--- config.mk ---
export PLATFORM = sky130hd
export DESIGN_NAME = uart_sink
export DESIGN_NICKNAME = d
export VERILOG_FILES = /design/src/source/soc_pkg.sv /design/src/source/uart_sink.sv
export SDC_FILE = /design/constraint.sdc
export NUM_CORES = 1
export LEC_CHECK = 0
export ABC_AREA = 1
export BUFFER_PORTS_ARGS = -buffer_cell sky130_fd_sc_hd__clkbuf_2
export CORE_ASPECT_RATIO = 1.2
export CORE_MARGIN = 3
export CORE_UTILIZATION = 22
export DETAILED_ROUTE_END_ITERATION = 12
export PLACE_DENSITY_LB_ADDON = 0.08
export SYNTH_ARGS = -nofsm -noshare
export SYNTH_HDL_FRONTEND = slang
export SYNTH_SLANG_ARGS = --single-unit
export TNS_END_PERCENT = 30
--- constraint.sdc ---
create_clock -name clk -period 1.99 [get_ports clk]
set_input_delay 0.398 -clock clk [delete_from_list [all_inputs] [get_ports clk]]
set_output_delay 0.398 -clock clk [all_outputs]
set_load 0.01 [all_outputs]
--- src/source/soc_pkg.sv ---
package soc_pkg;

	// write window of the SRAM and the UART data register.
	localparam logic [31:0] sram_base = 32'h8000_0000;
	localparam logic [31:0] sram_last = 32'h87ff_ffff;
	localparam logic [31:0] uart_addr = 32'ha000_03f8;

	localparam int sram_words = 1024;
	localparam int sram_idx_w = $clog2(sram_words); // word index is address bits 11:2.

	typedef enum logic [1:0] {
		resp_okay   = 2'd0,
		resp_slverr = 2'd2,
		resp_decerr = 2'd3
	} axi_resp_e;

	typedef enum logic [1:0] {
		rd_idle,
		rd_ifu,
		rd_lsu
	} rd_owner_e;

	typedef enum logic [1:0] {
		slv_idle,
		slv_resp
	} slv_state_e;

	function automatic logic in_sram(logic [31:0] addr);
		in_sram = (addr >= sram_base) && (addr <= sram_last);
	endfunction

endpackage

--- src/source/uart_sink.sv ---
`timescale 1ns/1ps
module uart_sink (
	input  logic                clk,
	input  logic                reset,

	input  logic [31:0]         awaddr,
	input  logic                awvalid,
	output logic                awready,

	input  logic [31:0]         wdata,
	input  logic [3:0]          wstrb,
	input  logic                wvalid,
	output logic                wready,

	output soc_pkg::axi_resp_e  bresp,
	output logic                bvalid,
	input  logic                bready,

	output logic [7:0]          tx_data,
	output logic                tx_valid
);
	import soc_pkg::*;

	slv_state_e state;
	logic       take;
	logic [7:0] tx_data_q;

	// awaddr carries no information here, the crossbar has already decoded it.
	assign awready = (state == slv_idle);
	assign wready  = (state == slv_idle);
	assign take    = awvalid && wvalid && awready;

	always_ff @(posedge clk) begin
		if (reset) begin
			state    <= slv_idle;
			tx_valid <= 1'b0;
		end else begin
			tx_valid <= take && wstrb[0]; // one-cycle strobe per accepted byte.
			if (state == slv_idle) begin
				if (take) begin
					state <= slv_resp;
				end
			end else if (bready) begin
				state <= slv_idle;
			end
		end
	end

	always_ff @(posedge clk) begin
		if (take) begin
			tx_data_q <= wdata[7:0];
		end
	end

	assign tx_data = tx_data_q;
	assign bvalid  = (state == slv_resp);
	assign bresp   = resp_okay;

endmodule

==> reports/summary.txt <==
result of the run: completed
minimum clock period: 1.26 ns
leakage power of the design: 0.235 nW
final number of max-transition violations: 0
total detailed-routing wirelength: 676 um
Sinks on Clock Net: 10
routed wirelength normalized by instance count: 10.1 um
gate count of the mapped netlist: 23
number of global-route vias before repair: 275
Antenna diodes: 0
initial antenna violation count: 0
H-tree level count: 1
core region area: 1460 um2
count of flip-flops with a built-in enable after synthesis: 8
top-area cell type share of the netlist area: 69.6%
final total negative setup slack: 0 ns
area of all placed cells without fillers: 499 um2
Inserted Clock Buffers: 3
power density of the placed cells: 840 nW/um2
Clock Latency Late Sink: 0.26 ns
first-pass GRT wire length: 1150 um
buffer depth of the longest clock path: 2
Overall Power: 0.419 mW
last weighted congestion value of the routability-driven placer: 0.630
CTS tree: done
total count of hold-check failures in the final report: 0
endpoint arrival time on the critical path: 0.86 ns
share of synthesized registers carrying an async set or reset: 0%
Detailed Routing Iterations Pass 1: 1
Post-layout nets: 124
Final setup viols: 0
# rows: 15
DIE HEIGHT: 49.4 um
final core area utilization: 34.1%
leading cell type by number of instances after synthesis: sky130_fd_sc_hd__edfxtp_1
overall routing resource usage: 7.58%
largest area contributor in the synthesized netlist: sky130_fd_sc_hd__edfxtp_1
critical path, cell by cell: inv_1, clkbuf_2
largest vdd supply drop: 302 uV
Via density: 3.93
type of element capturing the critical path: primary output
estimated wirelength of the detail-placed design: 576 um
die span in x: 42.2 um
worst stage delay on the critical path: 0.38 ns
post-synth cell types: 10
Main synth FF type: sky130_fd_sc_hd__edfxtp_1
iteration-0 DRC count of the detailed router: 0
number of instances resized during post-cts repair: 0
largest net degree at the start of global routing: 10
starting utilization of the core area: 23.6%
portion of the post-synthesis area used by sequential elements: 81.2%
I/O pins: 87
final critical-path share of the clock period: 63.1%
share of post-route cells with drive strength above 1: 58.0%
upper clock frequency limit: 0.796 GHz
port bufs: 25
post-route clock skew: 0.000784 ns
cell type of the slowest stage on the worst timing path: sky130_fd_sc_hd__dfxtp_1
RSZ-0062 raised after global routing: no
total of warnings raised by yosys: 0
critical path startpoint category: flip-flop
root buf cell: sky130_fd_sc_hd__clkbuf_4
Synth area leaders: sky130_fd_sc_hd__edfxtp_1 (70%), sky130_fd_sc_hd__dfxtp_1 (12%), sky130_fd_sc_hd__buf_4 (6.5%)
Placement Cell Area: 473 um2
gr ovfl total: 0
max cap viols: 0
total of flip-flops plus latches after synthesis: 10
Cell Area, Synth: 345 um2
count of buffers added by post-CTS timing repair for setup: 0
Worst Setup Path Type: flip-flop to primary output
hold crit path type: input port to flip-flop
residual DRC count: 0
Detail Route Antenna Nets: 0
Max Fanout on Critical Path: 4
die footprint: 2080 um2
Area Growth Syn to Fin: 44.6%
worst endpoint required time: 1.59 ns
DR vias: 263
post-synthesis area per instance: 15.0 um2
clock-pin slew of the registers on the worst-case setup and hold paths: 0.06 ns
most frequent cells after synthesis: sky130_fd_sc_hd__edfxtp_1 (8), sky130_fd_sc_hd__buf_4 (3), sky130_fd_sc_hd__nand2_1 (3)
number of buffers inserted for hold repair after clock tree synthesis: 0
==> sequential cells by signal, indices dropped and copies added, names as in the netlist <==
signal and count:
state 1, tx_valid 1, tx_data 8
==> layout by cell type, fill, tap and decap left out, drive strengths merged <==
cell type  instances
nand3              1
a21oi              1
clkbuf            29
dfxtp              2
edfxtp             8
nor2               2
nand2              3
conb               2
inv                2
==> power breakdown <==
part           total, mW  switching [mW]  leakage (nW)  internal [mW]
clock network      0.142          0.0646        0.0150         0.0773
logic             0.0384          0.0208         0.129         0.0175
registers          0.239         0.00283        0.0910          0.236
total              0.419          0.0883         0.235          0.331
==> kinds of logic after synthesis <==
group,after synthesis,share of synthesized area [%]
flip-flops,10,81.2
other,1,1.09
AND/OR/NAND/NOR,6,7.61
AO/OA/AOI/OAI,1,1.45
buffers and inverters,5,8.70
==> final timing paths <==
kind,slack [ns],endpoint,cells after the start,start
max reg2reg,0.92,tx_data[4],1,state[0]
min reg2reg,0.52,state[0],2,state[0]
max,0.73,awready,2,state[0]
min,0.31,tx_valid,2,reset
==> per-layer routing <==
layer / part of all wire [%] / GRT usage [%]
met1: 33 / 6.59
met2: 57 / 13.5
met3: 10 / 2.58
met4: 0 / 6.22
met5: 0 / 0
==> stage by stage <==
stage               hold WS, ns  setup slack [ns]  cells
detailed placement        0.514             0.710     63
global placement          0.482             0.753     63
floorplan                 0.467             0.917     24
finish                    0.306             0.734     67
global route              0.299             0.668     67
CTS                       0.294             0.715     67
==> worst max-delay path: cells and delay by family, from the launching register on <==
kind / cells / cell delay, ns
flip-flops: 1 / 0.38
buffers and inverters: 2 / 0.22
==> layout make-up <==
type	count	area, um2
inverters	2	7.51
well taps	17	21.3
multi-input cells	9	38.8
flip-flops and latches	10	280
repair buffers	25	125
fillers	154	965
clock buffers	4	26.3
No activity file was read; power rests on OpenSTA's default activity.
