--- src/source/soc_pkg.sv ---
package soc_pkg;

	// write window of the SRAM and the UART data register.
	localparam logic [31:0] sram_base = 32'h8000_0000;
	localparam logic [31:0] sram_last = 32'h87ff_ffff;
	localparam logic [31:0] uart_addr = 32'ha000_03f8;

	localparam int sram_words = 1024;
	localparam int sram_idx_w = $clog2(sram_words); // word index is address bits 11:2.

	typedef enum logic [1:0] {
		resp_okay   = 2'd0,
		resp_slverr = 2'd2,
		resp_decerr = 2'd3
	} axi_resp_e;

	typedef enum logic [1:0] {
		rd_idle,
		rd_ifu,
		rd_lsu
	} rd_owner_e;

	typedef enum logic [1:0] {
		slv_idle,
		slv_resp
	} slv_state_e;

	function automatic logic in_sram(logic [31:0] addr);
		in_sram = (addr >= sram_base) && (addr <= sram_last);
	endfunction

endpackage

--- src/source/xbar.sv ---
`timescale 1ns/1ps
module xbar (
	input  logic                clk,
	input  logic                reset,

	input  logic [31:0]         ifu_araddr,
	input  logic                ifu_arvalid,
	output logic                ifu_arready,
	output logic [31:0]         ifu_rdata,
	output soc_pkg::axi_resp_e  ifu_rresp,
	output logic                ifu_rvalid,
	input  logic                ifu_rready,

	input  logic [31:0]         lsu_araddr,
	input  logic                lsu_arvalid,
	output logic                lsu_arready,
	output logic [31:0]         lsu_rdata,
	output soc_pkg::axi_resp_e  lsu_rresp,
	output logic                lsu_rvalid,
	input  logic                lsu_rready,
	input  logic [31:0]         lsu_awaddr,
	input  logic                lsu_awvalid,
	output logic                lsu_awready,
	input  logic [31:0]         lsu_wdata,
	input  logic [3:0]          lsu_wstrb,
	input  logic                lsu_wvalid,
	output logic                lsu_wready,
	output soc_pkg::axi_resp_e  lsu_bresp,
	output logic                lsu_bvalid,
	input  logic                lsu_bready,

	output logic [31:0]         sram_araddr,
	output logic                sram_arvalid,
	input  logic                sram_arready,
	input  logic [31:0]         sram_rdata,
	input  soc_pkg::axi_resp_e  sram_rresp,
	input  logic                sram_rvalid,
	output logic                sram_rready,
	output logic [31:0]         sram_awaddr,
	output logic                sram_awvalid,
	input  logic                sram_awready,
	output logic [31:0]         sram_wdata,
	output logic [3:0]          sram_wstrb,
	output logic                sram_wvalid,
	input  logic                sram_wready,
	input  soc_pkg::axi_resp_e  sram_bresp,
	input  logic                sram_bvalid,
	output logic                sram_bready,

	output logic [31:0]         uart_awaddr,
	output logic                uart_awvalid,
	input  logic                uart_awready,
	output logic [31:0]         uart_wdata,
	output logic [3:0]          uart_wstrb,
	output logic                uart_wvalid,
	input  logic                uart_wready,
	input  soc_pkg::axi_resp_e  uart_bresp,
	input  logic                uart_bvalid,
	output logic                uart_bready
);
	import soc_pkg::*;

	rd_owner_e rd_state;
	rd_owner_e rd_next;
	logic      ifu_own;
	logic      lsu_own;
	logic      sram_sel;
	logic      uart_sel;
	logic      none_sel;
	logic      dec_take;
	logic      dec_bvalid;

	assign ifu_own = (rd_state == rd_ifu);
	assign lsu_own = (rd_state == rd_lsu);

	always_comb begin
		rd_next = rd_state;
		case (rd_state)
			rd_idle: begin
				if (ifu_arvalid) begin
					rd_next = rd_ifu; // fetch wins a tie.
				end else if (lsu_arvalid) begin
					rd_next = rd_lsu;
				end
			end
			rd_ifu: begin
				if (ifu_rvalid && ifu_rready) begin
					rd_next = rd_idle;
				end
			end
			rd_lsu: begin
				if (lsu_rvalid && lsu_rready) begin
					rd_next = rd_idle;
				end
			end
			default: rd_next = rd_idle;
		endcase
	end

	always_ff @(posedge clk) begin
		if (reset) begin
			rd_state <= rd_idle;
		end else begin
			rd_state <= rd_next;
		end
	end

	assign sram_araddr  = ifu_own ? ifu_araddr : (lsu_own ? lsu_araddr : '0);
	assign sram_arvalid = (ifu_own && ifu_arvalid) || (lsu_own && lsu_arvalid);
	assign ifu_arready  = ifu_own && sram_arready;
	assign lsu_arready  = lsu_own && sram_arready;

	assign ifu_rdata   = ifu_own ? sram_rdata : '0;
	assign lsu_rdata   = lsu_own ? sram_rdata : '0;
	assign ifu_rresp   = ifu_own ? sram_rresp : resp_okay;
	assign lsu_rresp   = lsu_own ? sram_rresp : resp_okay;
	assign ifu_rvalid  = ifu_own && sram_rvalid;
	assign lsu_rvalid  = lsu_own && sram_rvalid;
	assign sram_rready = (ifu_own && ifu_rready) || (lsu_own && lsu_rready);

	assign sram_sel = in_sram(lsu_awaddr);
	assign uart_sel = (lsu_awaddr == uart_addr);
	assign none_sel = !sram_sel && !uart_sel;

	assign sram_awaddr  = sram_sel ? lsu_awaddr : '0;
	assign sram_awvalid = sram_sel && lsu_awvalid;
	assign sram_wdata   = sram_sel ? lsu_wdata : '0;
	assign sram_wstrb   = sram_sel ? lsu_wstrb : '0;
	assign sram_wvalid  = sram_sel && lsu_wvalid;

	assign uart_awaddr  = uart_sel ? lsu_awaddr : '0;
	assign uart_awvalid = uart_sel && lsu_awvalid;
	assign uart_wdata   = uart_sel ? lsu_wdata : '0;
	assign uart_wstrb   = uart_sel ? lsu_wstrb : '0;
	assign uart_wvalid  = uart_sel && lsu_wvalid;

	// unmapped writes are taken here only when address and data are both present.
	assign dec_take = none_sel && lsu_awvalid && lsu_wvalid && !dec_bvalid;

	assign lsu_awready = (sram_sel && sram_awready) || (uart_sel && uart_awready) || dec_take;
	assign lsu_wready  = (sram_sel && sram_wready) || (uart_sel && uart_wready) || dec_take;

	always_ff @(posedge clk) begin
		if (reset) begin
			dec_bvalid <= 1'b0;
		end else if (dec_take) begin
			dec_bvalid <= 1'b1;
		end else if (dec_bvalid && lsu_bready) begin
			dec_bvalid <= 1'b0;
		end
	end

	// with one write in flight only the addressed responder can hold bvalid.
	assign lsu_bvalid  = sram_bvalid || uart_bvalid || dec_bvalid;
	assign sram_bready = sram_bvalid && lsu_bready;
	assign uart_bready = uart_bvalid && lsu_bready;

	always_comb begin
		if (dec_bvalid) begin
			lsu_bresp = resp_decerr;
		end else if (uart_bvalid) begin
			lsu_bresp = uart_bresp;
		end else begin
			lsu_bresp = sram_bresp;
		end
	end

endmodule

--- config.mk ---
export PLATFORM = sky130hd
export DESIGN_NAME = xbar
export DESIGN_NICKNAME = d
export VERILOG_FILES = /design/src/source/soc_pkg.sv /design/src/source/xbar.sv
export SDC_FILE = /design/constraint.sdc
export NUM_CORES = 1
export LEC_CHECK = 0
export BUFFER_PORTS_ARGS = -buffer_cell sky130_fd_sc_hd__buf_2
export CAP_MARGIN = 5
export CORE_AREA = 3 3 171 173
export DETAILED_ROUTE_END_ITERATION = 6
export DIE_AREA = 0 0 174 176
export PLACE_DENSITY = 0.35
export SETUP_SLACK_MARGIN = 0.3
export SYNTH_ARGS = -nofsm -noshare
export SYNTH_HDL_FRONTEND = slang
export SYNTH_SLANG_ARGS = --single-unit
--- constraint.sdc ---
create_clock -name clk -period 2.51 [get_ports clk]
set_clock_uncertainty 0.2 [all_clocks]
set_input_delay 0.502 -clock clk [delete_from_list [all_inputs] [get_ports clk]]
set_output_delay 0.502 -clock clk [all_outputs]
set_load 0.02 [all_outputs]
==> out/summary.md, run 1 <==
- status: finished, violations left
- violated checks: negative setup slack
- clock tree from TritonCTS: done
- count of maximum capacitance violations: 0
- reg-to-reg slack, setup: 1090 ps
- number of warnings issued by yosys: 0
- Final HPWL DP: 13.9 mm
- via count of the first global-routing pass: 4030
- Fmax: 0.375 GHz
- die boundary height: 176 um
- GR Util All Layers: 0.0991
- effective utilization at floorplan: 0.0761
- final-report hold violation count: 0
- pin count of the biggest net entering global routing: 48
- initial antenna violation count: 4
- number of routed nets with antenna violations: 0
- net count of the finished layout: 929
- CP peak stage delay: 540 ps
- Final Cycle Share: 1.06
- type of the tightest min-delay check: register to register
- Core Util, Final: 0.221
- # placed instances: 1093
- R2R cell count: 3
- count of buffers from port buffering: 412
- number of slew-limit violations in the final report: 0
- final worst path period need: 2670 ps
- R2R Path End: dec_bvalid$_SDFFE_PP0P_
- post-detailed-route DRC marker count: 0
- total gr overflow: 0
- post-layout instance area: 6150 um^2
- cell-by-cell trace of the critical path: buf_6 -> or4_4 -> nor2_4 -> and3_4 -> buf_16 -> o211ai_1 -> buf_2
- floorplan die area: 30600 um^2
- Mapped Cells: 318
- Fill cells: 3153
- core area: 27800 um^2
- final worst slack: -159 ps
- largest vdd supply drop: 0.137 mV
- reg-to-reg startpoint: dec_bvalid$_SDFFE_PP0P_
- IO Count: 440
- number of endpoints failing setup at the final stage: 55
- Worst Path Arrival: 1970 ps
- average instance area after synthesis: 6.65 um^2
- clock-pin transition on the worst setup and hold timing paths: 30 ps
- Avg Vias per Cell: 3.47
- Clock H-tree levels: 1
- Leak Pwr: 3.37 nW
- fraction of final layout cells with drive strength greater than 1: 0.777
- crit path max-delay cell type: sky130_fd_sc_hd__or4_4
- wire length of the first global-routing pass: 23.7 mm
- Required @ worst endpoint: 1810 ps
- biggest fanout along the worst timing path: 21
- placed cell areas: 4730 um^2
- total number of vias: 3880
- Startpoint Class: input port
- area taken by multi-input logic gates: 2150 um^2
- cts bufs inserted: 3
- category of the most critical setup path: input port to output pin
- clk sinks: 3
- largest buffer count on any clock path: 2
- sequential standard cell area: 65.1 um^2
- combined area of all synthesized cells: 2110 um^2
- horizontal die dimension: 174 um
- flip-flop and latch count after synthesis: 3
- number of standard-cell rows in the floorplan: 61
- setup repair after global routing missed its margin: true
- global placement routability congestion: 0.761
- sink of the worst hold path: rd_state[1]$_SDFFE_PP0P_
- count of routing violations after the opening detailed-route iteration: 63
- Setup crit end kind: output pin
- clock root buffer: sky130_fd_sc_hd__clkbuf_16
- Min-Delay Startpoint: rd_state[0]$_SDFFE_PP0P_
- antenna diode instance count: 0
- depth of the worst hold-timing path: 1
- sequential fraction of the synthesis area: 0.0284
- routed wire length: 17.7 mm
- routed length per placed instance: 15.8 um
- Clock Latency Late Sink: 220 ps
- area added between synthesis and finish: 191%
- TritonRoute pass-1 iters: 4
- final cell count without fillers: 1119
- count of unique library cells instantiated by Yosys: 28
- areal power density over the cells: 174 nW/um^2
- leading cell type in the layout, fill and taps excluded: sky130_fd_sc_hd__buf_2
- highest-count cells in the layout ignoring fill and taps: 293 x sky130_fd_sc_hd__buf_2, 127 x sky130_fd_sc_hd__buf_6, 101 x sky130_fd_sc_hd__and2_4
-- registers in the layout (all words and copies together), names as in the netlist --
| register | count |
|---|---|
| rd_state | 2 |
| dec_bvalid | 1 |
-- how the worst max path moves through the flow --
stage	start	endpoint	slack, ps	cells after the start
3_3_place_gp	lsu_awaddr[11]	uart_wdata[22]	-230	7
6_report	lsu_awaddr[13]	lsu_awready	-160	7
2_1_floorplan	lsu_awaddr[13]	lsu_awready	70	6
5_1_grt	lsu_awaddr[11]	lsu_awready	-200	7
4_1_cts	lsu_awaddr[13]	lsu_awready	-180	7
3_5_place_dp	lsu_awaddr[11]	uart_wdata[13]	-250	7
-- critical path, delay by kind of cell --
| family | cells | cell delay (ps) |
|---|---|---|
| and+or+nand+nor | 3 | 910 |
| AOI/OAI and AO/OA | 1 | 110 |
| buffers and inverters | 3 | 440 |
-- stage by stage --
stage | total power, mW | hold WS [ps] | setup TNS (ps) | worst slack [ps]
2_1_floorplan | 0.434 | 251 | 0 | 69.1
3_3_place_gp | 0.755 | 355 | -9150 | -233
3_5_place_dp | 0.750 | 344 | -9510 | -245
4_1_cts | 1.04 | 292 | -6460 | -177
5_1_grt | 1.15 | 291 | -10250 | -204
6_report | 1.07 | 259 | -5700 | -159
-- per-layer routing --
| metal | vias to the layer above | part of all wire | track usage |
|---|---|---|---|
| li1 | 1842 | - | - |
| met1 | 1743 | 0.33 | 0.0969 |
| met2 | 271 | 0.54 | 0.201 |
| met3 | 18 | 0.11 | 0.0368 |
| met4 | 6 | 0.013 | 0.0137 |
| met5 | - | 0.0025 | 0 |
-- area by class of cell --
cell class / instances / area share
Sequential cell: 3 / 0.0106
Timing Repair Buffer: 450 / 0.550
Tap cell: 378 / 0.0769
Multi-Input combinational cell: 284 / 0.350
Clock buffer: 4 / 0.0128
-- logic make-up after synthesis --
logic type | synth area share
buf+inv | 0.170
compound gates | 0.165
simple gates | 0.636
flops | 0.0284
other cells | 0.00177
-- power breakdown --
| group | total (mW) | switching, mW | internal [mW] |
|---|---|---|---|
| clock | 0.252 | 0.0426 | 0.210 |
| combinational | 0.763 | 0.426 | 0.337 |
| sequential | 0.0580 | 0.00606 | 0.0519 |
-- synth_stat cells --
master,count,share of area
sky130_fd_sc_hd__and2b_1,1,0.0036
sky130_fd_sc_hd__buf_4,27,0.096
sky130_fd_sc_hd__o31ai_1,1,0.0036
sky130_fd_sc_hd__nor2b_1,5,0.015
sky130_fd_sc_hd__or3b_2,1,0.0041
sky130_fd_sc_hd__and2_1,177,0.52
sky130_fd_sc_hd__nand2_1,3,0.0053
sky130_fd_sc_hd__conb_1,1,0.0018
sky130_fd_sc_hd__dfxtp_1,3,0.028
sky130_fd_sc_hd__a22o_1,34,0.14
sky130_fd_sc_hd__or4_1,2,0.0071
sky130_fd_sc_hd__or3_1,2,0.0059
sky130_fd_sc_hd__nor2_1,2,0.0036
sky130_fd_sc_hd__nand4_1,3,0.0089
sky130_fd_sc_hd__o21ai_0,2,0.0047
sky130_fd_sc_hd__clkbuf_2,1,0.0024
sky130_fd_sc_hd__nor4_1,2,0.0059
sky130_fd_sc_hd__and4_1,1,0.0041
sky130_fd_sc_hd__and3_1,9,0.027
sky130_fd_sc_hd__a211o_1,2,0.0083
sky130_fd_sc_hd__nor3_1,2,0.0047
sky130_fd_sc_hd__o211ai_1,2,0.0071
sky130_fd_sc_hd__nand4b_1,1,0.0041
sky130_fd_sc_hd__clkbuf_1,24,0.043
sky130_fd_sc_hd__nand3_1,2,0.0047
sky130_fd_sc_hd__buf_6,5,0.027
sky130_fd_sc_hd__nor4b_1,2,0.0083
sky130_fd_sc_hd__buf_2,1,0.0024
-- repair_timing --
| action | 4_1_cts | 5_1_grt |
|---|---|---|
| gates resized for setup | 200 | 128 |
| hold buffers | 0 | 0 |
| setup endpoints to repair | 119 | 130 |
| gates cloned | 6 | 5 |
| pin swaps | 5 | 29 |
| setup buffers | 7 | 4 |
Note: power is estimated with default switching activity, not from simulation.
==> run 2, diff against run 1 <==
- BUFFER_PORTS_ARGS: -buffer_cell sky130_fd_sc_hd__buf_2 -> -buffer_cell sky130_fd_sc_hd__clkbuf_2
==> run 2 against run 1 <==
  * The flow still finishes with violations (negative setup slack)
  * Critical endpoint is now uart_wdata[19]
  * Non-clock buffer count grew 10
  * Critical path type unchanged
  * Highest routed layer unchanged
  * Sequential cell count stayed put
  * Global-route usage up 0.41 points
  * Via count increased by 2.0%
==> out/summary.md, run 2 (same netlist as run 1, synthesis figures left out) <==
- type of the tightest min-delay check: register to register, unchanged
- wire length of the first global-routing pass: 24.3 mm, was 23.7 mm
- initial antenna violation count: 5, was 4
- horizontal die dimension: 174 um, unchanged
- R2R cell count: 3, unchanged
- post-layout instance area: 6680 um^2, was 6150 um^2
- TritonRoute pass-1 iters: 4, unchanged
- area added between synthesis and finish: 216%, was 191%
- die boundary height: 176 um, unchanged
- effective utilization at floorplan: 0.0761, unchanged
- number of routed nets with antenna violations: 0, unchanged
- clock root buffer: sky130_fd_sc_hd__clkbuf_16, unchanged
- worst setup slack before clock tree synthesis: -258 ps, was -245 ps
- Fmax: 0.367 GHz, was 0.375 GHz
- biggest fanout along the worst timing path: 21, unchanged
- R2R Path End: dec_bvalid$_SDFFE_PP0P_, unchanged
- sink of the worst hold path: rd_state[1]$_SDFFE_PP0P_, unchanged
- global placement routability congestion: 0.774, was 0.761
- clock-pin transition on the worst setup and hold timing paths: 30 ps, about the same
- IO Count: 440, unchanged
- NetSw: 491 uW, was 475 uW
- Required @ worst endpoint: 1810 ps, about the same
- clk sinks: 3, unchanged
- Clock H-tree levels: 1, unchanged
- largest vdd supply drop: 0.158 mV, was 0.137 mV
- final worst path period need: 2720 ps, was 2670 ps
- Startpoint Class: input port, unchanged
- total gr overflow: 0, unchanged
- final-report hold violation count: 0, unchanged
- Avg Vias per Cell: 3.50, was 3.47
- total number of vias: 3959, was 3880
- floorplan die area: 30600 um^2, unchanged
- Setup crit end kind: output pin, unchanged
- via count of the first global-routing pass: 4125, was 4030
- Worst Path Arrival: 2020 ps, was 1970 ps
- routed length per placed instance: 16.2 um, was 15.8 um
- power share of the clock group: 0.225, was 0.235
- Final HPWL DP: 13.8 mm, was 13.9 mm
- GR Util All Layers: 0.103, was 0.0991
- reg-to-reg startpoint: dec_bvalid$_SDFFE_PP0P_, unchanged
- reg-to-reg slack, setup: 1090 ps, about the same
- highest-count cells in the layout ignoring fill and taps: 290 x sky130_fd_sc_hd__clkbuf_2, 102 x sky130_fd_sc_hd__and2_4, 74 x sky130_fd_sc_hd__and2_1, was 293 x sky130_fd_sc_hd__buf_2, 127 x sky130_fd_sc_hd__buf_6, 101 x sky130_fd_sc_hd__and2_4
- count of maximum capacitance violations: 0, unchanged
- pin count of the biggest net entering global routing: 30, was 48
- Final Cycle Share: 1.08, was 1.06
- category of the most critical setup path: input port to output pin, unchanged
- Clock Latency Late Sink: 220 ps, about the same
- status: finished, violations left, unchanged
- depth of the worst hold-timing path: 1, unchanged
- cts bufs inserted: 3, unchanged
- areal power density over the cells: 167 nW/um^2, was 174 nW/um^2
- number of endpoints failing setup at the final stage: 86, was 55
- leading cell type in the layout, fill and taps excluded: sky130_fd_sc_hd__clkbuf_2, was sky130_fd_sc_hd__buf_2
- setup repair after global routing missed its margin: true, unchanged
- number of standard-cell rows in the floorplan: 61, unchanged
- routed wire length: 18.4 mm, was 17.7 mm
- sequential share of power: 0.052, was 0.054
- largest registers: rd_state: 2 flops, dec_bvalid: 1 flops, unchanged
- Leak Pwr: 3.51 nW, was 3.37 nW
- net count of the finished layout: 939, was 929
- count of buffers from port buffering: 412, unchanged
- internal power contribution: 626 uW, was 598 uW
- clock tree from TritonCTS: done, unchanged
- violated checks: negative setup slack, unchanged
- count of routing violations after the opening detailed-route iteration: 52, was 63
- core area: 27800 um^2, unchanged
- post-detailed-route DRC marker count: 0, unchanged
- Min-Delay Startpoint: rd_state[0]$_SDFFE_PP0P_, unchanged
- number of slew-limit violations in the final report: 0, unchanged
- final worst slack: -212 ps, was -159 ps
- total power consumption of the routed design: 1.12 mW, was 1.07 mW
- placed cell areas: 4720 um^2, was 4730 um^2
- largest buffer count on any clock path: 2, unchanged
- power share of the combinational group: 0.723, was 0.711
- max reg flops: 2, unchanged
- switching share of power: 0.440, was 0.442
- fraction of final layout cells with drive strength greater than 1: 0.782, was 0.777
- Fill cells: 3087, was 3153
- Largest Register: rd_state, unchanged
[run 2: worst max path at each step]
stage | startpoint | end | slack [ps] | cells past startpoint
floorplan | lsu_awaddr[13] | lsu_awready | 70 | 6
CTS | lsu_awaddr[13] | lsu_awready | -190 | 7
global route | lsu_awaddr[13] | uart_wdata[3] | -240 | 7
global placement | lsu_awaddr[11] | uart_wstrb[1] | -250 | 7
finish | lsu_awaddr[11] | uart_wdata[19] | -210 | 7
detailed placement | lsu_awaddr[11] | uart_wvalid | -260 | 7
[run 2: area by class of cell]
| cell class | instances | area, um^2 | share of cell area |
|---|---|---|---|
| antenna | 2 | 5.00 | 0.000749 |
| clock buffer | 4 | 78.8 | 0.0118 |
| multi-input combinational | 284 | 2160 | 0.323 |
| sequential | 3 | 65.1 | 0.00974 |
| tap | 378 | 473 | 0.0708 |
| timing repair buffer | 460 | 3900 | 0.584 |
[run 2: power by group through the flow]
stage / registers [mW] / clock network [mW] / logic [mW]
2_1_floorplan: 0.0550 / 0 / 0.379
3_3_place_gp: 0.0589 / 0 / 0.701
3_5_place_dp: 0.0589 / 0 / 0.695
4_1_cts: 0.0589 / 0.258 / 0.760
5_1_grt: 0.0590 / 0.264 / 0.864
6_report: 0.0581 / 0.252 / 0.808
[run 2: per-stage QoR]
step	instances	TNS [ps]	hold WS [ps]	util
after floorplan	344	0	251	-
after global placement	1093	-10390	358	0.170
after detailed placement	1093	-10590	356	0.170
after CTS	1117	-10460	279	0.218
after global routing	1131	-13040	286	0.240
final	1131	-8710	264	0.240
[run 2: critical path: stages]
cell and delay (ps):
sky130_fd_sc_hd__clkbuf_2 110, sky130_fd_sc_hd__or4_4 540, sky130_fd_sc_hd__nor2_4 120, sky130_fd_sc_hd__and3_4 250, sky130_fd_sc_hd__buf_12 170, sky130_fd_sc_hd__and2_4 160
sky130_fd_sc_hd__clkbuf_8 140
[run 2: metal layers]
| layer | vias to the layer above | GRT usage | part of all wire |
|---|---|---|---|
| met3 | 14 | 0.0351 | 0.093 |
| met1 | 1809 | 0.103 | 0.35 |
| met2 | 262 | 0.206 | 0.55 |
| met5 | - | 0 | 0.0026 |
| met4 | 6 | 0.0198 | 0.011 |
| li1 | 1868 | - | - |
[run 2: what timing repair did]
action / 4_1_cts / 5_1_grt
gates cloned: 9 / 6
hold buffers: 0 / 0
pin swaps: 9 / 50
setup buffers: 11 / 6
endpoints found under the setup margin: 139 / 169
gates resized for setup: 232 / 199
==> run 3, diff against run 2 <==
- SETUP_SLACK_MARGIN: 0.3 -> not set
==> run 3 against run 2 <==
  * The run still ends with negative setup slack left
  * Clock power up 4%
  * Final cell count is 1.9% lower
  * Power fell by 5.4%
  * Routed wire length shrank 2.4%
  * Utilization down 3.2 points
  * Critical path depth is the same
  * Setup slack better by 22 ps
  * Sequential share of layout area up 0.063 points
  * Combinational power down 8.7%
  * Via count decreased by 3.0%
  * Die area stayed put
  * Critical endpoint is now uart_wstrb[1]
  * Largest cell class unchanged
==> out/summary.md, run 3 (same netlist as run 1, synthesis figures left out) <==
- status: finished, violations left, unchanged
- Startpoint Class: input port, unchanged
- area added between synthesis and finish: 174%, was 216%
- clock root buffer: sky130_fd_sc_hd__clkbuf_16, unchanged
- worst setup path startpoint: lsu_awaddr[13], was lsu_awaddr[11]
- number of standard-cell rows in the floorplan: 61, unchanged
- clock tree from TritonCTS: done, unchanged
- largest registers: rd_state: 2 flops, dec_bvalid: 1 flops, unchanged
- total number of vias: 3841, was 3959
- final worst slack: -190 ps, was -212 ps
- Final Cycle Share: 1.08, about the same
- Min-Delay Startpoint: rd_state[1]$_SDFFE_PP0P_, was rd_state[0]$_SDFFE_PP0P_
- via count of the first global-routing pass: 3926, was 4125
- number of endpoints failing setup at the final stage: 49, was 86
- net count of the finished layout: 919, was 939
- pin count of the biggest net entering global routing: 70, was 30
- leading cell type in the layout, fill and taps excluded: sky130_fd_sc_hd__clkbuf_2, unchanged
- TritonRoute pass-1 iters: 4, unchanged
- Fill cells: 3144, was 3087
- clock-pin transition on the worst setup and hold timing paths: 40 ps, was 30 ps
- routed wire length: 17.9 mm, was 18.4 mm
- Clock H-tree levels: 1, unchanged
- count of buffers from port buffering: 412, unchanged
- initial antenna violation count: 4, was 5
- max reg flops: 2, unchanged
- family of cells with the greatest summed delay on the critical path: simple AND/OR/NAND/NOR gates, unchanged
- routed length per placed instance: 16.1 um, was 16.2 um
- Final HPWL DP: 15.4 mm, was 13.8 mm
- number of routed nets with antenna violations: 0, unchanged
- post-detailed-route DRC marker count: 0, unchanged
- Largest Register: rd_state, unchanged
- horizontal die dimension: 174 um, unchanged
- highest-count cells in the layout ignoring fill and taps: 328 x sky130_fd_sc_hd__clkbuf_2, 132 x sky130_fd_sc_hd__and2_1, 45 x sky130_fd_sc_hd__and2_4, was 290 x sky130_fd_sc_hd__clkbuf_2, 102 x sky130_fd_sc_hd__and2_4, 74 x sky130_fd_sc_hd__and2_1
- IO Count: 440, unchanged
- Fmax: 0.370 GHz, was 0.367 GHz
- Leak Pwr: 3.19 nW, was 3.51 nW
- fraction of final layout cells with drive strength greater than 1: 0.687, was 0.782
- clk sinks: 3, unchanged
- core area: 27800 um^2, unchanged
- largest vdd supply drop: 0.128 mV, was 0.158 mV
- number of buffers and inverters on the critical path: 3, unchanged
- final worst path period need: 2700 ps, was 2720 ps
- biggest fanout along the worst timing path: 35, was 21
- type of the tightest min-delay check: register to register, unchanged
- Avg Vias per Cell: 3.46, was 3.50
- setup repair after global routing missed its margin: true, unchanged
- count of routing violations after the opening detailed-route iteration: 67, was 52
- cell-by-cell trace of the critical path: buf_6 -> or4_4 -> nor2_4 -> and3_4 -> buf_12 -> and2_1 -> clkbuf_4, was clkbuf_2 -> or4_4 -> nor2_4 -> and3_4 -> buf_12 -> and2_4 -> clkbuf_8
- wire length of the first global-routing pass: 24.4 mm, was 24.3 mm
- Setup crit end kind: output pin, unchanged
- number of slew-limit violations in the final report: 0, unchanged
- category of the most critical setup path: input port to output pin, unchanged
- worst setup slack before clock tree synthesis: -411 ps, was -258 ps
- Required @ worst endpoint: 1810 ps, about the same
- reg-to-reg startpoint: dec_bvalid$_SDFFE_PP0P_, unchanged
- die boundary height: 176 um, unchanged
- violated checks: negative setup slack, unchanged
- final sum of negative setup slack: -6440 ps, was -8710 ps
- total gr overflow: 0, unchanged
- CP peak stage delay: 560 ps, was 540 ps
- Clock Latency Late Sink: 230 ps, was 220 ps
- effective utilization at floorplan: 0.0761, unchanged
- largest buffer count on any clock path: 2, unchanged
- floorplan die area: 30600 um^2, unchanged
- Worst Path Arrival: 2000 ps, was 2020 ps
- global placement routability congestion: 0.695, was 0.774
- GR Util All Layers: 0.105, was 0.103
- final-report hold violation count: 0, unchanged
- crit path max-delay cell type: sky130_fd_sc_hd__or4_4, unchanged
- count of maximum capacitance violations: 0, unchanged
- cts bufs inserted: 3, unchanged
- areal power density over the cells: 183 nW/um^2, was 167 nW/um^2
[run 3: cell types whose count changed in the layout (fill, tap and decap cells not counted), sizes merged]
cell    change
diode       -1
and2b       -1
clkbuf     +40
buf        -59
[run 3: stage by stage]
stage               total power [mW]   util  cell area (um^2)  instances  hold slack (ps)
floorplan                      0.432      -              2210        344              251
global placement               0.766  0.166              4600       1094              357
detailed placement             0.763  0.166              4600       1094              341
CTS                             1.07  0.202              5600       1107              340
global route                    1.13  0.208              5790       1109              363
finish                          1.06  0.208              5790       1110              341
[run 3: path summary, 6_finish.rpt]
kind,to,slack [ps],cells after the start
worst max register to register,dec_bvalid$_SDFFE_PP0P_,1080,3
worst min register to register,rd_state[0]$_SDFFE_PP0P_,340,1
worst max-delay path,uart_wstrb[1],-190,7
worst min-delay path,rd_state[0]$_SDFFE_PP0P_,340,1
[run 3: layout make-up]
type / instances / area [um^2] / share of cell area
Timing Repair Buffer: 441 / 3200 / 0.552
Multi-Input combinational cell: 283 / 1980 / 0.342
Tap cell: 378 / 473 / 0.0817
Clock buffer: 4 / 78.8 / 0.0136
Sequential cell: 3 / 60.1 / 0.0104
Antenna cell: 1 / 2.50 / 0.000432
[run 3: metal layers]
| layer | track usage | part of all wire |
|---|---|---|
| met2 | 0.215 | 0.55 |
| met4 | 0.00302 | 0.0011 |
| met3 | 0.0351 | 0.096 |
| met1 | 0.109 | 0.35 |
| met5 | 0 | 0.0013 |
[run 3: timing repair]
action	in CTS	in global routing
setup buffers	7	3
pin swaps	8	12
endpoints found under the setup margin	114	92
cloned	3	1
hold buffers	0	0
resized for setup	190	88
[run 3: power breakdown]
| part | switching, mW | total, mW | leakage [nW] | internal, mW |
|---|---|---|---|---|
| Clock | 0.0502 | 0.261 | 0.0382 | 0.210 |
| Sequential | 0.00668 | 0.0582 | 0.0248 | 0.0515 |
| Combinational | 0.428 | 0.738 | 3.13 | 0.310 |
| Total | 0.485 | 1.06 | 3.19 | 0.572 |
